`src/include/icache_macros.svh`:
```
/*
 * Geometry constants for the two-way instruction cache.
 * Included by both type packages and by every RTL file that sizes logic.
 */
`ifndef ICACHE_MACROS_SVH
`define ICACHE_MACROS_SVH

// ==================================================
// cache organisation
// ==================================================
`define ICACHE_WAYS 2
`define ICACHE_SETS 16
// 32-bit words per line
`define ICACHE_LINE_WORDS 4

// ==================================================
// address split: tag | index | byte offset
// ==================================================
`define ICACHE_ADDR_W 32
`define ICACHE_OFS_W 4
`define ICACHE_IDX_W 4
// address width minus index and offset
`define ICACHE_TAG_W 24

`endif

```
`src/rtl/fetch_types_pkg.sv`:
```
/*
 * Types of the fetch-side port: requests from the front end and
 * the instruction responses returned by the cache.
 */
`include "icache_macros.svh"

package fetch_types_pkg;

  // ==================================================
  // front end to cache
  // ==================================================
  // handshaken with fetch_req_ready_o
  typedef struct packed {
    logic                      valid;
    logic [`ICACHE_ADDR_W-1:0] addr;
  } fetch_req_t;

  // ==================================================
  // cache to front end
  // ==================================================
  // single-cycle pulse, no back-pressure
  typedef struct packed {
    logic                      valid;
    // address that was served
    logic [`ICACHE_ADDR_W-1:0] addr;
    logic [31:0]               instr;
  } fetch_rsp_t;

endpackage

```
`src/rtl/mem_bus_pkg.sv`:
```
/*
 * Types of the reduced burst-read memory bus and the cache line
 * assembled from its beats.
 */
`include "icache_macros.svh"

package mem_bus_pkg;

  // ==================================================
  // read address channel
  // ==================================================
  typedef struct packed {
    logic                      valid;
    // always line aligned
    logic [`ICACHE_ADDR_W-1:0] addr;
    // beats minus one
    logic [7:0]                len;
  } mem_rd_req_t;

  // ==================================================
  // read beat channel
  // ==================================================
  typedef struct packed {
    logic        valid;
    logic [31:0] data;
    logic        last;
  } mem_rd_beat_t;

  // one full line, word 0 at the lowest address
  typedef logic [`ICACHE_LINE_WORDS-1:0][31:0] line_t;

endpackage

```
`src/rtl/icache.sv`:
```
/*
 * Two-way set-associative instruction cache core. Stage 0 reads tag and
 * data RAMs, stage 1 compares tags and answers hits; a miss stalls, refills
 * the victim way and replays the lookup through the write-first RAMs.
 */
`include "icache_macros.svh"

module icache
  import fetch_types_pkg::*;
  import mem_bus_pkg::*;
(
  input  logic         clk,
  input  logic         rst_n,
  input  logic         flush_i,
  input  fetch_req_t   fetch_req_i,
  output logic         fetch_req_ready_o,
  output fetch_rsp_t   fetch_rsp_o,
  output mem_rd_req_t  mem_req_o,
  input  logic         mem_req_ready_i,
  input  mem_rd_beat_t mem_beat_i,
  output logic         mem_beat_ready_o
);

  localparam int WAY_W = $clog2(`ICACHE_WAYS);

  typedef logic [`ICACHE_TAG_W-1:0] tag_t;
  typedef logic [`ICACHE_IDX_W-1:0] idx_t;
  typedef logic [WAY_W-1:0]         way_t;

  logic                                      s1_valid_q;
  logic [`ICACHE_ADDR_W-1:0]                 s1_addr_q;
  logic                                      fill_busy_q;
  logic [`ICACHE_WAYS-1:0][`ICACHE_SETS-1:0] valid_q;
  way_t [`ICACHE_SETS-1:0]                   victim_q;

  idx_t                      rd_idx;
  idx_t                      s1_idx;
  tag_t                      s1_tag;
  logic [`ICACHE_OFS_W-3:0]  word_sel;
  tag_t                      tag_rd  [`ICACHE_WAYS];
  line_t                     data_rd [`ICACHE_WAYS];
  logic [`ICACHE_WAYS-1:0]   way_hit;
  way_t                      hit_way;
  way_t                      fill_way;
  logic                      s1_hit;
  logic                      s1_miss;
  logic                      refill_start;
  logic                      fill_done;
  line_t                     fill_line;

  assign s1_idx   = s1_addr_q[`ICACHE_OFS_W +: `ICACHE_IDX_W];
  assign s1_tag   = s1_addr_q[`ICACHE_ADDR_W-1 -: `ICACHE_TAG_W];
  assign word_sel = s1_addr_q[`ICACHE_OFS_W-1:2];

  // ==================================================
  // stage 0
  // ==================================================
  assign fetch_req_ready_o = ~(fill_busy_q | s1_miss);
  // while stalled keep reading the stage-1 set, so the fill shows up on replay
  assign rd_idx = fetch_req_ready_o ? fetch_req_i.addr[`ICACHE_OFS_W +: `ICACHE_IDX_W]
                                    : s1_idx;

  always_ff @(posedge clk or negedge rst_n) begin
    if (!rst_n) begin
      s1_valid_q  <= 1'b0;
      fill_busy_q <= 1'b0;
    end else begin
      if (fetch_req_ready_o) begin
        s1_valid_q <= fetch_req_i.valid;
      end else if (flush_i) begin
        s1_valid_q <= 1'b0;
      end
      if (refill_start) begin
        fill_busy_q <= 1'b1;
      end else if (fill_done) begin
        fill_busy_q <= 1'b0;
      end
    end
  end

  always_ff @(posedge clk) begin
    if (fetch_req_ready_o) begin
      s1_addr_q <= fetch_req_i.addr;
    end
  end

  // ==================================================
  // stage 1
  // ==================================================
  always_comb begin
    way_hit = '0;
    hit_way = '0;
    for (int w = 0; w < `ICACHE_WAYS; w++) begin
      way_hit[w] = valid_q[w][s1_idx] && (tag_rd[w] == s1_tag);
      if (way_hit[w]) begin
        hit_way = way_t'(w);
      end
    end
  end

  assign s1_hit  = s1_valid_q & (|way_hit);
  assign s1_miss = s1_valid_q & ~(|way_hit);

  always_comb begin
    fetch_rsp_o.valid = s1_hit & ~flush_i;
    fetch_rsp_o.addr  = s1_addr_q;
    fetch_rsp_o.instr = data_rd[hit_way][word_sel];
  end

  // ==================================================
  // miss handling and replacement
  // ==================================================
  assign refill_start = s1_miss & ~fill_busy_q & ~flush_i;
  assign fill_way     = victim_q[s1_idx];

  always_ff @(posedge clk or negedge rst_n) begin
    if (!rst_n) begin
      valid_q  <= '0;
      victim_q <= '0;
    end else if (fill_done) begin
      valid_q[fill_way][s1_idx] <= 1'b1;
      // round robin, next miss in this set takes the other way
      victim_q[s1_idx] <= victim_q[s1_idx] + 1'b1;
    end
  end

  icache_refill u_refill (
    .clk              (clk),
    .rst_n            (rst_n),
    .start_i          (refill_start),
    .line_addr_i      (s1_addr_q),
    .mem_req_o        (mem_req_o),
    .mem_req_ready_i  (mem_req_ready_i),
    .mem_beat_i       (mem_beat_i),
    .mem_beat_ready_o (mem_beat_ready_o),
    .fill_line_o      (fill_line),
    .fill_done_o      (fill_done)
  );

  for (genvar w = 0; w < `ICACHE_WAYS; w++) begin : g_way
    logic way_we;

    assign way_we = fill_done & (fill_way == way_t'(w));

    sdp_ram #(.DEPTH(`ICACHE_SETS), .word_t(tag_t)) u_tag_ram (
      .clk     (clk),
      .we_i    (way_we),
      .waddr_i (s1_idx),
      .wdata_i (s1_tag),
      .raddr_i (rd_idx),
      .rdata_o (tag_rd[w])
    );

    sdp_ram #(.DEPTH(`ICACHE_SETS), .word_t(line_t)) u_data_ram (
      .clk     (clk),
      .we_i    (way_we),
      .waddr_i (s1_idx),
      .wdata_i (fill_line),
      .raddr_i (rd_idx),
      .rdata_o (data_rd[w])
    );
  end

  // a line is only ever filled on a miss, so it cannot live in both ways
  a_one_way_hit: assert property (@(posedge clk) disable iff (!rst_n)
    s1_valid_q |-> $onehot0(way_hit));

  a_no_rsp_in_fill: assert property (@(posedge clk) disable iff (!rst_n)
    fill_busy_q |-> !fetch_rsp_o.valid);

endmodule

```
`src/rtl/icache_refill.sv`:
```
/*
 * Miss handler. A start pulse issues one incrementing burst for the line,
 * beats are gathered in a buffer and the full line is presented with the
 * last beat, together with a one-cycle done pulse.
 */
`include "icache_macros.svh"

module icache_refill
  import mem_bus_pkg::*;
(
  input  logic                      clk,
  input  logic                      rst_n,
  input  logic                      start_i,
  input  logic [`ICACHE_ADDR_W-1:0] line_addr_i,
  output mem_rd_req_t               mem_req_o,
  input  logic                      mem_req_ready_i,
  input  mem_rd_beat_t              mem_beat_i,
  output logic                      mem_beat_ready_o,
  output line_t                     fill_line_o,
  output logic                      fill_done_o
);

  localparam int CNT_W = $clog2(`ICACHE_LINE_WORDS);

  typedef enum logic [1:0] {
    ST_IDLE,
    ST_REQ,
    ST_BURST
  } state_e;

  state_e                              state_q;
  logic [CNT_W-1:0]                    beat_cnt_q;
  logic [`ICACHE_ADDR_W-1:0]           req_addr_q;
  // all words but the last, which bypasses the buffer
  logic [`ICACHE_LINE_WORDS-2:0][31:0] line_buf_q;
  logic                                beat_fire;

  assign beat_fire = mem_beat_i.valid & mem_beat_ready_o;

  // ==================================================
  // control
  // ==================================================
  always_ff @(posedge clk or negedge rst_n) begin
    if (!rst_n) begin
      state_q    <= ST_IDLE;
      beat_cnt_q <= '0;
    end else begin
      case (state_q)
        ST_IDLE:  if (start_i) state_q <= ST_REQ;
        ST_REQ:   if (mem_req_ready_i) state_q <= ST_BURST;
        ST_BURST: if (beat_fire && mem_beat_i.last) state_q <= ST_IDLE;
        default:  state_q <= ST_IDLE;
      endcase
      if (state_q != ST_BURST) begin
        beat_cnt_q <= '0;
      end else if (beat_fire) begin
        beat_cnt_q <= beat_cnt_q + 1'b1;
      end
    end
  end

  // line address and beat payload
  always_ff @(posedge clk) begin
    if (start_i && (state_q == ST_IDLE)) begin
      req_addr_q <= {line_addr_i[`ICACHE_ADDR_W-1:`ICACHE_OFS_W], {`ICACHE_OFS_W{1'b0}}};
    end
    if (beat_fire && !mem_beat_i.last) begin
      line_buf_q[beat_cnt_q] <= mem_beat_i.data;
    end
  end

  // ==================================================
  // bus side
  // ==================================================
  always_comb begin
    mem_req_o.valid = (state_q == ST_REQ);
    mem_req_o.addr  = req_addr_q;
    mem_req_o.len   = 8'(`ICACHE_LINE_WORDS - 1);
  end

  assign mem_beat_ready_o = (state_q == ST_BURST);
  assign fill_line_o      = {mem_beat_i.data, line_buf_q};
  assign fill_done_o      = beat_fire & mem_beat_i.last;

  // cache core must not request a second line mid-refill
  a_start_idle: assert property (@(posedge clk) disable iff (!rst_n)
    start_i |-> (state_q == ST_IDLE));

  // memory must end the burst exactly on the final word
  a_last_at_end: assert property (@(posedge clk) disable iff (!rst_n)
    (beat_fire && mem_beat_i.last) |-> (beat_cnt_q == CNT_W'(`ICACHE_LINE_WORDS - 1)));

endmodule

```
`src/rtl/icache_top.sv`:
```
/*
 * Top level of the instruction cache. Exposes the fetch port and the
 * burst-read memory port of the cache core.
 */
module icache_top
  import fetch_types_pkg::*;
  import mem_bus_pkg::*;
(
  input  logic         clk,
  input  logic         rst_n,
  input  logic         flush_i,
  input  fetch_req_t   fetch_req_i,
  output logic         fetch_req_ready_o,
  output fetch_rsp_t   fetch_rsp_o,
  output mem_rd_req_t  mem_req_o,
  input  logic         mem_req_ready_i,
  input  mem_rd_beat_t mem_beat_i,
  output logic         mem_beat_ready_o
);

  icache u_icache (
    .clk               (clk),
    .rst_n             (rst_n),
    .flush_i           (flush_i),
    .fetch_req_i       (fetch_req_i),
    .fetch_req_ready_o (fetch_req_ready_o),
    .fetch_rsp_o       (fetch_rsp_o),
    .mem_req_o         (mem_req_o),
    .mem_req_ready_i   (mem_req_ready_i),
    .mem_beat_i        (mem_beat_i),
    .mem_beat_ready_o  (mem_beat_ready_o)
  );

endmodule

```
`src/rtl/sdp_ram.sv`:
```
/*
 * Simple dual-port synchronous RAM, one write port and one read port.
 * The stored word type is a parameter so tags and lines share this block.
 */
module sdp_ram #(
  parameter int  DEPTH  = 16,
  parameter type word_t = logic [31:0]
) (
  input  logic                     clk,
  input  logic                     we_i,
  input  logic [$clog2(DEPTH)-1:0] waddr_i,
  input  word_t                    wdata_i,
  input  logic [$clog2(DEPTH)-1:0] raddr_i,
  output word_t                    rdata_o
);

  word_t mem_q [DEPTH];

  // ==================================================
  // write port
  // ==================================================
  always_ff @(posedge clk) begin
    if (we_i) begin
      mem_q[waddr_i] <= wdata_i;
    end
  end

  // ==================================================
  // registered read, write-first on collision
  // ==================================================
  always_ff @(posedge clk) begin
    if (we_i && (waddr_i == raddr_i)) begin
      rdata_o <= wdata_i;
    end else begin
      rdata_o <= mem_q[raddr_i];
    end
  end

endmodule

```
`config.mk`:
```
export PLATFORM = sky130hd
export DESIGN_NAME = icache_top
export DESIGN_NICKNAME = d
export VERILOG_FILES = /design/src/rtl/fetch_types_pkg.sv /design/src/rtl/mem_bus_pkg.sv /design/src/rtl/icache.sv /design/src/rtl/icache_refill.sv /design/src/rtl/icache_top.sv /design/src/rtl/sdp_ram.sv
export VERILOG_INCLUDE_DIRS = /design/src /design/src/include
export SDC_FILE = /design/constraint.sdc
export NUM_CORES = 2
export LEC_CHECK = 0
export BUFFER_PORTS_ARGS = -buffer_cell sky130_fd_sc_hd__buf_4
export CORE_AREA = 8 8 584 529
export DETAILED_ROUTE_END_ITERATION = 6
export DIE_AREA = 0 0 592 537
export MAX_ROUTING_LAYER = met4
export PLACE_DENSITY = 0.81
export RECOVER_POWER = 50
export SKIP_LAST_GASP = 1
export SYNTH_ARGS = -nofsm -noshare
export SYNTH_HDL_FRONTEND = slang
export SYNTH_MEMORY_MAX_BITS = 65536
export SYNTH_SLANG_ARGS = --single-unit
```
`constraint.sdc`:
```
create_clock -name clk -period 27.2 [get_ports clk]
set_input_delay 5.44 -clock clk [delete_from_list [all_inputs] [get_ports clk]]
set_output_delay 5.44 -clock clk [all_outputs]
set_load 0.03 [all_outputs]
```
==> qor.txt <==
commonest non-fill, non-tap cells in the layout: 5020 x edfxtp_1, 1451 x mux4_2, 467 x clkbuf_16
row cnt: 191
Compound-Gate Fraction of Synth Area: 0.00882
crit-path cells: buf_4 -> buf_4 -> mux4_2 -> mux2i_1 -> xnor2_1 -> nor4_1 -> o2111a_1 -> nand4b_1 -> buf_4 -> nor2_4 -> buf_4 -> buf_4 -> mux2i_1 -> a32o_1 -> a221oi_1 -> buf_4
Startpoint Class: flip-flop
ys flop type: edfxtp_1
DRT iter0 DRCs: 20400
vias in the first global route: 102000
final setup vio count: 0
internal power: 14.9 mW
cell taking the most area after synthesis: edfxtp_1
I/O Buffers: 166
Core ar.: 299000 µm²
vias per std cell: 7.93
Pins Over Slew Limit: 1781
Post-CTS Setup Bufs: 0
YS warnings: 0
hold_buf cts: 0
P_sw: 6.51 mW
Die Wd: 592 µm
CP peak stage delay: 990 ps
antenna violations before repair: 20
skew final: 61.1 ps
crit path kind: flip-flop to output pin
final number of hold-violating endpoints: 0
Mean Syn Cell Area: 24.5 µm²
final worst-path setup slack: 11620 ps
mux share of post-synthesis cell area: 0.180
XOR/XNOR Fraction of Synth Area: 0.00227
Slew @ Worst Pin: 3170 ps
CP required: 21760 ps
worst skew pair latency: 1010 ps
Worst setup EP type: output pin
num ports: 179
top cells by area, synth: edfxtp_1 78%, mux4_2 17%, mux2i_1 0.82%
cts repair resizes: 0
GR Overflow Total: 0
first-pass GRT wire length: 807000 µm
Vias: 101000
Clock Path Buffers: 4
Hold Slack: 466 ps
final net count: 8388
largest net degree at the start of global routing: 161
critical path arrival: 10140 ps
unrepaired setup endpoints after global routing: no
Final TNS setup: 0 ps
maximum VDD drop: 0.129 mV
clock sink count: 5078
number of CTS-inserted buffers: 461
post-synthesis sequential area ratio: 0.787
Clk pwr share: 0.311
Worst path slowest cell: buf_4
Rel. slew slack: -1.12
fraction of layout cells with a size suffix above 1: 0.289
1st-pass router iterations: 6
Max Clk Rate: 0.0642 GHz
DRC viols: 0
LEAKAGE: 67.0 nW
#FFs+latches synth: 5078
sw frac: 0.304
DIE AREA: 318000 µm²
Async SR Flop Fraction: 0.0106
crit-path most repeated cell: buf_4
CTS tree: done
drt wl/cell: 46.1 µm
Final Routed Wirelength: 586000 µm
simple-gate area share of the yosys netlist: 0.0112
overall routing resource usage: 0.379
Post-Syn Area: 193000 µm²
Die H: 537 µm
DP HPWL: 241000 µm
initial cell density of the core: 0.646
failing checks: max-capacitance violations, max-slew violations
pwr/cell area: 100 nW/µm²
Area growth, synth to finish: 10.9%
adder-cell share of the synthesized area: 0.000194
clk slew on worst S/H paths: 60 ps
Place WS: 13200 ps
Crit path buffers/inverters: 6
combinational share of power: 0.273
status: finished, violations left
Routability Congestion: 0.804
Max-cap violations: 52
Syn Inst Count: 7897
Yosys cell types: 70
Root Buffer: clkbuf_16
number of flops mapped to enable cells by yosys: 5020
top-area cell type share of the netlist area: 0.780
Crit path max-delay family: buffers and inverters
fin crit period: 15580 ps
worst-path fanout max: 55
H-tree Lvls: 5
main combinational cell family by area after synthesis: multiplexers
antenna viol nets, final: 0
hold crit path type: flip-flop to flip-flop
commonest non-fill, non-tap cell in the layout: edfxtp_1
fin crit share: 0.573
sequential power share: 0.416
-- cells in the mapped netlist, types with 13 or more instances --
cell type / instances
xnor2_1: 37
buf_1: 42
buf_4: 30
a21o_1: 13
and2_1: 27
nand2_1: 146
a221oi_1: 16
inv_1: 24
mux4_2: 1451
nand3_1: 23
nor3_1: 32
or2_2: 24
clkbuf_1: 216
nor2_1: 79
o22ai_1: 20
mux2i_1: 159
mux2_2: 34
nor3b_1: 24
dfrtp_1: 54
edfxtp_1: 5020
buf_2: 127
a21oi_1: 32
a32o_1: 14
o21ai_0: 21
xor2_1: 13
a211oi_1: 28
nand2b_1: 25
-- per-stage QoR --
step	area [µm²]	std cells	total power [mW]	util
2_1_floorplan	193000	7907	13.0	-
3_3_place_gp	200000	11800	14.4	0.668
3_5_place_dp	200000	11800	14.5	0.668
4_1_cts	215000	12700	21.4	0.718
5_1_grt	214000	12700	21.8	0.717
6_report	214000	12700	21.4	0.717
-- area by class of cell --
cell class	instances	area, µm²
Antenna cell	30	75.1
Clock buffer	560	12000
Inverter	26	184
Fill cell	14900	84600
Tap cell	3956	4950
Timing Repair Buffer	368	2870
Clock inverter	298	2800
Sequential cell	5078	152000
Multi-Input combinational cell	2379	39200
-- logic make-up (layout without fill, tap and decap cells) --
| family | after synthesis | in the layout |
|---|---|---|
| flops | 5078 | 5078 |
| buf+inv | 450 | 1252 |
| mux | 1648 | 1648 |
| simple gates | 438 | 438 |
| compound gates | 228 | 228 |
| fa+ha+maj | 3 | 3 |
| other cells | 2 | 42 |
| xor+xnor | 50 | 50 |
-- worst register-to-register path, cell delays in order, from the launching register on --
cell and delay [ps]:
dfxtp_4 960, buf_4 890, buf_4 1030, mux4_2 670, mux2i_1 230, xnor2_1 190, a2111oi_0 110, a21oi_1 340
nor4_1 140, nand4_1 230, buf_4 700, o41a_1 610, nor3b_1 380, and2_2 750
-- layer usage --
metal,vias to the layer above,global-route usage,share of wire
met5,-,-,0
met4,0,0.202,0.067
met3,2328,0.0933,0.14
met2,11500,0.579,0.48
met1,51900,0.478,0.31
li1,34900,-,-
-- flip-flops by register name, indices dropped and copies added (netlist names), named ones only --
name and count:
u_icache.valid_q 32, u_icache.s1_valid_q 1, u_icache.s1_addr_q 32, u_icache.u_refill.state_q 2, u_icache.g_way.u_data_ram.mem_q 4096, u_icache.g_way.u_tag_ram.mem_q 768, u_icache.u_refill.req_addr_q 28, u_icache.victim_q 16
u_icache.u_refill.beat_cnt_q 2, u_icache.fill_busy_q 1, u_icache.u_refill.fill_line_o 96
-- power by group through the flow --
stage	sequential (mW)	combinational, mW	clock, mW
final	8.91	5.85	6.67
after detailed placement	9.05	5.49	0
after floorplan	9.08	3.91	0
after global routing	8.91	6.00	6.92
after global placement	9.04	5.38	0
after CTS	8.89	5.82	6.67
-- worst paths after layout --
kind	slack [ps]	endpoint	start	cells after the start
worst min-delay path	470	u_icache.valid_q[25]	u_icache.valid_q[25]	1
worst max register to register	19530	u_icache.u_refill.req_addr_q[31]	flip-flop	13
max in group asynchronous	20090	u_icache.valid_q[24]	rst_n	1
min in group asynchronous	5420	u_icache.victim_q[2]	rst_n	1
worst min register to register	470	u_icache.valid_q[25]	u_icache.valid_q[25]	1
worst max-delay path	11620	fetch_rsp_o[19]	flip-flop	16
Note: power is estimated with default switching activity, not from simulation.
